<file path="src/lcd_pkg.sv">
//**************************************************************************
// lcd visualizer shared definitions
// pixel and byte types, scene record, RGB565 colours, ST7789 commands
// and the timing constants of the panel driver
//**************************************************************************
`default_nettype none

package lcd_pkg;

    typedef logic [7:0]  byte_t;      // spi payload byte
    typedef logic [15:0] rgb565_t;    // 5:6:5 pixel
    typedef logic [15:0] tone_t;      // divider value from the player
    typedef logic [8:0]  coord_t;     // column or row index

    typedef enum logic [1:0] {
        effect_off,
        effect_flow,
        effect_breath
    } effect_e;

    typedef struct packed {
        rgb565_t header_color;
        rgb565_t content_color;
        effect_e effect;
    } scene_t;

    typedef struct packed {
        byte_t data;
        logic  dc;                    // 1 data, 0 command
    } spi_req_t;

    localparam rgb565_t COLOR_BLACK        = 16'h0000;
    localparam rgb565_t COLOR_MANUAL       = 16'h07E0; // green
    localparam rgb565_t COLOR_AUTO         = 16'h001F; // blue
    localparam rgb565_t COLOR_IDLE_TONE    = 16'h2104; // dark grey, tone is zero
    localparam rgb565_t COLOR_UNKNOWN_TONE = 16'h0000;

    // tone dividers of the player, C4 up to C5
    localparam tone_t TONE_C4 = 16'd45872;
    localparam tone_t TONE_D4 = 16'd40858;
    localparam tone_t TONE_E4 = 16'd36408;
    localparam tone_t TONE_F4 = 16'd34364;
    localparam tone_t TONE_G4 = 16'd30612;
    localparam tone_t TONE_A4 = 16'd27273;
    localparam tone_t TONE_B4 = 16'd24296;
    localparam tone_t TONE_C5 = 16'd22931;

    localparam rgb565_t COLOR_C4 = 16'hF800; // red
    localparam rgb565_t COLOR_D4 = 16'hFD20; // orange
    localparam rgb565_t COLOR_E4 = 16'hFFE0; // yellow
    localparam rgb565_t COLOR_F4 = 16'h07E0; // green
    localparam rgb565_t COLOR_G4 = 16'h07FF; // cyan
    localparam rgb565_t COLOR_A4 = 16'h001F; // blue
    localparam rgb565_t COLOR_B4 = 16'hF81F; // purple
    localparam rgb565_t COLOR_C5 = 16'hFFFF; // white

    localparam byte_t CMD_SWRESET = 8'h01;
    localparam byte_t CMD_SLPOUT  = 8'h11;
    localparam byte_t CMD_COLMOD  = 8'h3A;
    localparam byte_t COLMOD_ARG  = 8'h55; // 16 bit per pixel
    localparam byte_t CMD_DISPON  = 8'h29;
    localparam byte_t CMD_CASET   = 8'h2A;
    localparam byte_t CMD_RASET   = 8'h2B;
    localparam byte_t CMD_RAMWR   = 8'h2C;

    localparam int SPI_DIV     = 2;   // clk cycles per sclk half period
    localparam int DIV_W       = (SPI_DIV > 1) ? $clog2(SPI_DIV) : 1;
    localparam int RESET_HOLD  = 16;  // lcd_rst low
    localparam int RESET_WAIT  = 32;  // settle after release
    localparam int FRAME_GAP   = 64;  // idle between frames
    localparam int BREATH_STEP = 32;  // phase step per breath frame

    localparam int LCD_WIDTH  = 240;
    localparam int LCD_HEIGHT = 320;

endpackage

`default_nettype wire
</file>
<file path="src/lcd_visualizer.sv">
//**************************************************************************
// lcd visualizer top
// player state in, ST7789 SPI panel pins out
//**************************************************************************
`timescale 1ns/10ps
`default_nettype none

module lcd_visualizer import lcd_pkg::*; #(
    parameter int frame_width  = LCD_WIDTH,
    parameter int frame_height = LCD_HEIGHT
) (
    input  logic        clk,
    input  logic        rst_n,
    input  logic        mode,
    input  logic        playing,
    input  tone_t       tone,
    input  logic [15:0] key_state,
    output logic        lcd_sclk,
    output logic        lcd_mosi,
    output logic        lcd_cs,
    output logic        lcd_dc,
    output logic        lcd_rst
);

    scene_t   scene;
    spi_req_t spi_req;
    logic     frame_start;
    logic     tx_start;
    logic     tx_ready;

    scene_latch scene_latch_inst (
        .clk         (clk),
        .rst_n       (rst_n),
        .frame_start (frame_start),
        .mode        (mode),
        .playing     (playing),
        .tone        (tone),
        .key_state   (key_state),
        .scene       (scene)
    );

    frame_painter #(
        .frame_width  (frame_width),
        .frame_height (frame_height)
    ) frame_painter_inst (
        .clk         (clk),
        .rst_n       (rst_n),
        .scene       (scene),
        .tx_ready    (tx_ready),
        .frame_start (frame_start),
        .spi_req     (spi_req),
        .tx_start    (tx_start),
        .lcd_rst     (lcd_rst)
    );

    spi_byte_tx spi_byte_tx_inst (
        .clk      (clk),
        .rst_n    (rst_n),
        .spi_req  (spi_req),
        .tx_start (tx_start),
        .tx_ready (tx_ready),
        .sclk     (lcd_sclk),
        .mosi     (lcd_mosi),
        .cs       (lcd_cs),
        .dc       (lcd_dc)
    );

endmodule

`default_nettype wire

</file>
<file path="src/spi_byte_tx.sv">
//**************************************************************************
// spi byte transmitter
// mode 0 serializer, MSB first, with chip select and data/command
// held for the whole byte and a start/ready handshake
//**************************************************************************
`timescale 1ns/10ps
`default_nettype none

module spi_byte_tx import lcd_pkg::*; (
    input  logic     clk,
    input  logic     rst_n,
    input  spi_req_t spi_req,
    input  logic     tx_start,
    output logic     tx_ready,
    output logic     sclk,
    output logic     mosi,
    output logic     cs,
    output logic     dc
);

    logic [DIV_W-1:0] div_cnt;
    logic [4:0]       half_cnt;    // sclk edges so far, 16 per byte
    byte_t            shreg;
    logic             accept;
    logic             toggle;

    assign accept = tx_start && tx_ready;
    assign toggle = !tx_ready && (half_cnt != 5'd16)
                    && (div_cnt == DIV_W'(SPI_DIV - 1));

    always_ff @(posedge clk or negedge rst_n) begin
        if (!rst_n) begin
            tx_ready <= 1'b1;
            cs       <= 1'b1;
            sclk     <= 1'b0;
            mosi     <= 1'b0;
            dc       <= 1'b0;
            div_cnt  <= '0;
            half_cnt <= '0;
        end else if (accept) begin
            tx_ready <= 1'b0;
            cs       <= 1'b0;
            dc       <= spi_req.dc;
            mosi     <= spi_req.data[7];     // first bit ready before first rise
            div_cnt  <= '0;
            half_cnt <= '0;
        end else if (!tx_ready) begin
            if (half_cnt == 5'd16) begin
                tx_ready <= 1'b1;            // one cycle after last fall
                cs       <= 1'b1;
            end else if (toggle) begin
                div_cnt  <= '0;
                sclk     <= !sclk;
                half_cnt <= half_cnt + 5'd1;
                if (sclk) begin
                    mosi <= shreg[6];        // shift on falling edge
                end
            end else begin
                div_cnt <= div_cnt + DIV_W'(1);
            end
        end
    end

    always_ff @(posedge clk) begin
        if (accept) begin
            shreg <= spi_req.data;
        end else if (toggle && sclk) begin
            shreg <= {shreg[6:0], 1'b0};
        end
    end

endmodule

`default_nettype wire

</file>
<file path="src/frame_painter.sv">
//**************************************************************************
// frame painter
// panel reset and init, then an endless loop of window setup and a
// row-major raster of three colour bands with a per-frame effect
//**************************************************************************
`timescale 1ns/10ps
`default_nettype none

module frame_painter import lcd_pkg::*; #(
    parameter int frame_width  = LCD_WIDTH,
    parameter int frame_height = LCD_HEIGHT
) (
    input  logic     clk,
    input  logic     rst_n,
    input  scene_t   scene,
    input  logic     tx_ready,
    output logic     frame_start,
    output spi_req_t spi_req,
    output logic     tx_start,
    output logic     lcd_rst
);

    typedef enum logic [2:0] {
        st_rst_hold,
        st_rst_wait,
        st_init,
        st_frame_start,
        st_window,
        st_ramwr,
        st_pixels,
        st_gap
    } paint_state_e;

    paint_state_e state;
    logic [6:0]   wait_cnt;     // reset hold, reset wait and gap
    logic [3:0]   idx;          // byte index in init and window
    coord_t       col;
    coord_t       row;
    logic         byte_hi;      // next pixel byte is the high one
    coord_t       flow_pos;
    byte_t        breath_phase;
    byte_t        breath_level;
    rgb565_t      breath_color;
    rgb565_t      pixel_color;
    logic         sending;
    logic         last_pixel;

    // triangle wave, twice the phase going up and back down
    assign breath_level = breath_phase[7] ? {~breath_phase[6:0], 1'b0}
                                          : {breath_phase[6:0], 1'b0};
    assign breath_color = {breath_level[7:3], breath_level[7:2], breath_level[7:3]};

    always_comb begin
        if (row < coord_t'(frame_height / 4)) begin
            pixel_color = scene.header_color;
        end else if (row >= coord_t'(frame_height - frame_height / 4)) begin
            case (scene.effect)
                effect_flow:   pixel_color = (col == flow_pos) ? scene.content_color
                                                               : COLOR_BLACK;
                effect_breath: pixel_color = breath_color;
                default:       pixel_color = COLOR_BLACK;
            endcase
        end else begin
            pixel_color = scene.content_color;
        end
    end

    always_comb begin
        sending = 1'b0;
        spi_req = '{data: 8'h00, dc: 1'b0};
        case (state)
            st_init: begin
                sending = 1'b1;
                case (idx)
                    4'd0:    spi_req = '{data: CMD_SWRESET, dc: 1'b0};
                    4'd1:    spi_req = '{data: CMD_SLPOUT, dc: 1'b0};
                    4'd2:    spi_req = '{data: CMD_COLMOD, dc: 1'b0};
                    4'd3:    spi_req = '{data: COLMOD_ARG, dc: 1'b1};
                    default: spi_req = '{data: CMD_DISPON, dc: 1'b0};
                endcase
            end
            st_window: begin
                sending = 1'b1;
                case (idx)
                    4'd0:    spi_req = '{data: CMD_CASET, dc: 1'b0};
                    4'd3:    spi_req = '{data: byte_t'((frame_width - 1) >> 8), dc: 1'b1};
                    4'd4:    spi_req = '{data: byte_t'(frame_width - 1), dc: 1'b1};
                    4'd5:    spi_req = '{data: CMD_RASET, dc: 1'b0};
                    4'd8:    spi_req = '{data: byte_t'((frame_height - 1) >> 8), dc: 1'b1};
                    4'd9:    spi_req = '{data: byte_t'(frame_height - 1), dc: 1'b1};
                    default: spi_req = '{data: 8'h00, dc: 1'b1}; // start address
                endcase
            end
            st_ramwr: begin
                sending = 1'b1;
                spi_req = '{data: CMD_RAMWR, dc: 1'b0};
            end
            st_pixels: begin
                sending = 1'b1;
                spi_req = '{data: byte_hi ? pixel_color[15:8] : pixel_color[7:0], dc: 1'b1};
            end
            default: ;
        endcase
    end

    assign tx_start    = sending && tx_ready;
    assign frame_start = (state == st_frame_start);
    assign last_pixel  = !byte_hi && (col == coord_t'(frame_width - 1))
                         && (row == coord_t'(frame_height - 1));

    always_ff @(posedge clk or negedge rst_n) begin
        if (!rst_n) begin
            state        <= st_rst_hold;
            wait_cnt     <= '0;
            idx          <= '0;
            col          <= '0;
            row          <= '0;
            byte_hi      <= 1'b1;
            flow_pos     <= '0;
            breath_phase <= '0;
            lcd_rst      <= 1'b0;
        end else begin
            case (state)
                st_rst_hold: begin
                    if (wait_cnt == 7'(RESET_HOLD - 1)) begin
                        wait_cnt <= '0;
                        lcd_rst  <= 1'b1;        // release panel reset
                        state    <= st_rst_wait;
                    end else begin
                        wait_cnt <= wait_cnt + 7'd1;
                    end
                end
                st_rst_wait: begin
                    if (wait_cnt == 7'(RESET_WAIT - 1)) begin
                        wait_cnt <= '0;
                        idx      <= '0;
                        state    <= st_init;
                    end else begin
                        wait_cnt <= wait_cnt + 7'd1;
                    end
                end
                st_init: begin
                    if (tx_start) begin
                        if (idx == 4'd4) begin
                            state <= st_frame_start;
                        end else begin
                            idx <= idx + 4'd1;
                        end
                    end
                end
                st_frame_start: begin
                    idx   <= '0;
                    state <= st_window;
                end
                st_window: begin
                    if (tx_start) begin
                        if (idx == 4'd9) begin
                            state <= st_ramwr;
                        end else begin
                            idx <= idx + 4'd1;
                        end
                    end
                end
                st_ramwr: begin
                    if (tx_start) begin
                        col     <= '0;
                        row     <= '0;
                        byte_hi <= 1'b1;
                        state   <= st_pixels;
                    end
                end
                st_pixels: begin
                    if (tx_start) begin
                        byte_hi <= !byte_hi;
                        if (!byte_hi) begin              // low byte ends the pixel
                            if (col == coord_t'(frame_width - 1)) begin
                                col <= '0;
                                row <= row + coord_t'(1);
                            end else begin
                                col <= col + coord_t'(1);
                            end
                        end
                        if (last_pixel) begin
                            wait_cnt <= '0;
                            state    <= st_gap;
                            // effects step once per frame of their own kind
                            case (scene.effect)
                                effect_flow: begin
                                    flow_pos <= (flow_pos == coord_t'(frame_width - 1))
                                                ? '0 : flow_pos + coord_t'(1);
                                end
                                effect_breath: begin
                                    breath_phase <= breath_phase + byte_t'(BREATH_STEP);
                                end
                                default: ;
                            endcase
                        end
                    end
                end
                st_gap: begin
                    if (tx_ready) begin                  // last byte has finished
                        if (wait_cnt == 7'(FRAME_GAP - 1)) begin
                            wait_cnt <= '0;
                            state    <= st_frame_start;
                        end else begin
                            wait_cnt <= wait_cnt + 7'd1;
                        end
                    end
                end
                default: state <= st_rst_hold;
            endcase
        end
    end

endmodule

`default_nettype wire

</file>
<file path="src/scene_latch.sv">
//**************************************************************************
// scene latch
// samples the player state at frame start and turns it into the band
// colours and the effect kind used for the whole frame
//**************************************************************************
`timescale 1ns/10ps
`default_nettype none

module scene_latch import lcd_pkg::*; (
    input  logic        clk,
    input  logic        rst_n,
    input  logic        frame_start,
    input  logic        mode,        // 0 manual, 1 automatic
    input  logic        playing,
    input  tone_t       tone,
    input  logic [15:0] key_state,
    output scene_t      scene
);

    rgb565_t tone_color;
    rgb565_t header_next;
    effect_e effect_next;

    always_comb begin
        case (tone)
            16'd0:   tone_color = COLOR_IDLE_TONE;  // silence
            TONE_C4: tone_color = COLOR_C4;
            TONE_D4: tone_color = COLOR_D4;
            TONE_E4: tone_color = COLOR_E4;
            TONE_F4: tone_color = COLOR_F4;
            TONE_G4: tone_color = COLOR_G4;
            TONE_A4: tone_color = COLOR_A4;
            TONE_B4: tone_color = COLOR_B4;
            TONE_C5: tone_color = COLOR_C5;
            default: tone_color = COLOR_UNKNOWN_TONE;
        endcase
    end

    assign header_next = mode ? COLOR_AUTO : COLOR_MANUAL;

    always_comb begin
        if (!mode && (|key_state)) begin
            effect_next = effect_flow;        // manual, key held
        end else if (mode && playing) begin
            effect_next = effect_breath;      // auto play
        end else begin
            effect_next = effect_off;
        end
    end

    // scene stays fixed from one frame_start to the next
    always_ff @(posedge clk or negedge rst_n) begin
        if (!rst_n) begin
            scene <= '{header_color:  COLOR_BLACK,
                       content_color: COLOR_BLACK,
                       effect:        effect_off};
        end else if (frame_start) begin
            scene <= '{header_color:  header_next,
                       content_color: tone_color,
                       effect:        effect_next};
        end
    end

endmodule

`default_nettype wire

</file>
<file path="config.mk">
export PLATFORM = sky130hd
export DESIGN_NAME = lcd_visualizer
export DESIGN_NICKNAME = d
export VERILOG_FILES = /design/src/lcd_pkg.sv /design/src/lcd_visualizer.sv /design/src/spi_byte_tx.sv /design/src/frame_painter.sv /design/src/scene_latch.sv
export SDC_FILE = /design/constraint.sdc
export NUM_CORES = 1
export LEC_CHECK = 0
export BUFFER_PORTS_ARGS = -buffer_cell sky130_fd_sc_hd__buf_2
export CORE_ASPECT_RATIO = 0.5
export CORE_MARGIN = 5
export CORE_UTILIZATION = 35
export CTS_BUF_LIST = sky130_fd_sc_hd__clkbuf_8 sky130_fd_sc_hd__clkbuf_16
export CTS_CLUSTER_SIZE = 16
export DETAILED_ROUTE_END_ITERATION = 8
export PLACE_DENSITY = 0.49
export SETUP_SLACK_MARGIN = 0.4
export SYNTH_ARGS = -nofsm -noshare
export SYNTH_HDL_FRONTEND = slang
export SYNTH_SLANG_ARGS = --single-unit
</file>
<file path="constraint.sdc">
create_clock -name clk -period 3.4 [get_ports clk]
set_clock_uncertainty 0.15 [all_clocks]
set_input_delay 0 -clock clk [delete_from_list [all_inputs] [get_ports clk]]
set_output_delay 0 -clock clk [all_outputs]
set_load 0.01 [all_outputs]
</file>
==> flow_metrics.tcl <==
set metrics [dict create \
    status "completed" \
    crit_cells 6 \
    routed_via_density 5.43 \
    endpoint "frame_painter_inst.row[8]" \
    grt_pass1_vias 4171 \
    drive_gt1_share_pct 14.4 \
    tns_ps 0 \
    die_area_um2 16800 \
    wire_per_inst_um 15.9 \
    grt_use_total_pct 16.0 \
    async_flop_share_pct 90.7 \
    row_count 30 \
    io_buffers 40 \
    yosysUniqueCellTypes 72 \
    r2r-end "frame_painter_inst.row[8]" \
    synth-seq-cells 75 \
    synth_warnings 0 \
    crit_start "frame_painter_inst.state[0]" \
    syn_area_per_cell_um2 8.52 \
    initial_utilization_pct 36.2 \
    drtIter0Drc 258 \
    dieWidth_um 179 \
    cp_max_fo 19 \
    hold_path.class "input port to flip-flop" \
    synthCells 584 \
    numCtsBuffers 9 \
    finalHoldViolations 0 \
    holdWs_ps 47.5 \
    r2r-start "frame_painter_inst.state[0]" \
    synth-main-ff-cell "dfrtp_1" \
    startpoint_type "flip-flop" \
    n_antenna_cell 0 \
    fillerInstances 1424 \
    routabilityCongestion 0.961 \
    path_buf_inv 0 \
    grt_max_degree 39 \
    rsz0062_at_grt "no" \
    setup_viol_count_final 0 \
    cp_slowest_stage_delay_ps 710 \
    cp.arrival_ps 2720 \
    worstMarginPinSlew_ps 921 \
    ys_seq_area_share_pct 38.5 \
    slowest_stage "dfrtp_1" \
    clockBufferDepth 2 \
    layout_commonest_cell "dfrtp_1" \
    grt_first_pass_wirelength_um 21500 \
    die_h_um 94.3 \
    clk_pin_slew_worst_paths_ps 60 \
    syn_nets 634 \
    ios 41 \
    max_freq_ghz 0.375 \
    cts_tree "yes" \
    relSlewSlack_pct 37.8 \
    netlist_area_um2 4980 \
    num_vias 4437 \
    antenna_found_initial 0 \
    cp-end-kind "flip-flop" \
    power.density_nw_per_um2 339 \
    path_cells "nor2b_1, o211ai_1, or3b_2, nor3_1, xnor2_1, nor2_1" \
    overflow 0 \
    cts_num_sinks 75 \
    drc 0 \
    hold_depth 4 \
    p_leak_nw 2.47 \
    drt_pass1_iterations 5 \
    worst-endpoint-required_ps 3450 \
    timing.final.crit_share_pct 78.5 \
    total_power_mw 1.94 \
    nNetsFinal 670 \
    period_needed_ps 2670 \
    regToRegSetupSlack_ps 730 \
    critPathKind "flip-flop to flip-flop" \
    drv_cap 0 \
    area_delta_synth_final_pct 15.0 \
    critPathTopFamily "simple AND/OR/NAND/NOR gates" \
    coreArea_um2 13700 \
    htreeDepth 3 \
    ant_nets 0 \
    synth_edf_count 7 \
    reg2regPathDepth 6 \
    drt-total-wl_um 13000 \
    clock_latency_ps 330 \
    post_cts_buffers 0 \
    maxSlewViolCount 0 \
    ir_drop_mv 0.205 \
    most-common-layout-cells "65 x dfrtp_1, 64 x nor2_1, 58 x nand2_1" \
    ctsRootBufferMaster "clkbuf_16" \
    dpl.hpwl_um 9610 \
]
[power by group]
part	switching [mW]	leakage (nW)	total [mW]	internal (mW)
Sequential	0.00000307	0.975	0.903	0.903
Combinational	0.0355	1.34	0.0625	0.0270
Clock	0.385	0.153	0.974	0.589
[through the flow]
step	utilization [%]	cell area (um2)	std cells	setup WS, ps
4_1_cts	41.7	5720	817	722
5_1_grt	41.7	5720	817	525
2_1_floorplan	-	4980	584	1170
3_5_place_dp	38.8	5330	792	769
6_report	41.7	5720	817	732
3_3_place_gp	38.8	5330	792	781
[tightest hold or removal path, stage by stage]
cell and delay, ps:
buf_2 130, o31ai_1 120, nor3_1 140, o21ai_0 90
[cell type report]
class / instances / area [um2] / share of cell area, %
multi-input combinational: 459 / 2850 / 49.8
timing repair buffer: 56 / 343 / 5.99
clock inverter: 6 / 63.8 / 1.11
sequential: 75 / 1920 / 33.5
inverter: 19 / 71.3 / 1.25
tap: 192 / 240 / 4.20
clock buffer: 10 / 239 / 4.17
[per-layer routing]
metal | vias to the layer above | routed length (um) | share of wire [%] | GRT usage (%)
li1 | 2212 | - | - | -
met1 | 2103 | 6790 | 52 | 23.7
met2 | 112 | 5480 | 42 | 23.3
met3 | 10 | 649 | 5.0 | 3.82
met4 | 0 | 107 | 0.82 | 3.83
met5 | - | 0 | 0 | 0
[worst min-delay path by stage]
stage	start	to	slack, ps
2_1_floorplan	rst_n	frame_painter_inst.breath_phase[5]	-450
3_3_place_gp	rst_n	frame_painter_inst.flow_pos[3]	30
3_5_place_dp	rst_n	frame_painter_inst.flow_pos[3]	20
4_1_cts	tone[3]	scene_latch_inst.scene[12]	30
5_1_grt	tone[3]	scene_latch_inst.scene[12]	150
6_report	tone[3]	scene_latch_inst.scene[12]	50
[Yosys cell counts, drive strengths merged (4+ instances only)]
cell type	number	area share (%)
a21o	6	0.91
a21oi	25	2.6
a31oi	8	1.0
and2	7	0.91
and3	11	1.4
buf	9	1.1
clkbuf	22	1.7
dfrtp	65	33
edfxtp	7	4.2
ha	14	3.5
inv	18	1.4
mux2	6	1.4
nand2	58	4.4
nand2b	5	0.63
nand3	26	2.6
nand4	13	1.6
nand4b	5	0.88
nor2	64	4.8
nor2b	6	0.75
nor3	22	2.4
nor3b	4	0.70
nor4	10	1.3
nor4b	4	0.70
o211ai	7	1.1
o21ai	54	5.4
o31ai	8	1.5
or3	4	0.50
or4	9	1.4
xnor2	10	1.8
xor2	21	3.7
[logic make-up after synthesis]
group,share of synthesized area (%)
compound gates,18.5
xor+xnor,5.46
fa+ha+maj,3.52
buf+inv,4.20
flops,38.5
mux,1.76
simple gates,28.1
[state kept, by name, summed over array words and instances (netlist names)]
register / flops
frame_painter_inst.breath_phase: 3
frame_painter_inst.byte_hi: 1
frame_painter_inst.col: 9
frame_painter_inst.flow_pos: 9
frame_painter_inst.idx: 4
frame_painter_inst.lcd_rst: 1
frame_painter_inst.row: 9
frame_painter_inst.state: 3
frame_painter_inst.wait_cnt: 7
scene_latch_inst.scene: 11
spi_byte_tx_inst.cs: 1
spi_byte_tx_inst.dc: 1
spi_byte_tx_inst.div_cnt: 1
spi_byte_tx_inst.half_cnt: 5
spi_byte_tx_inst.mosi: 1
spi_byte_tx_inst.sclk: 1
spi_byte_tx_inst.shreg: 7
spi_byte_tx_inst.tx_ready: 1
[what timing repair did]
action,in CTS,in global routing
hold buffers,9,0
setup endpoints to repair,0,0
gates resized for setup,0,0
hold endpoints to repair,40,0
(Power assumes the default switching activity.)
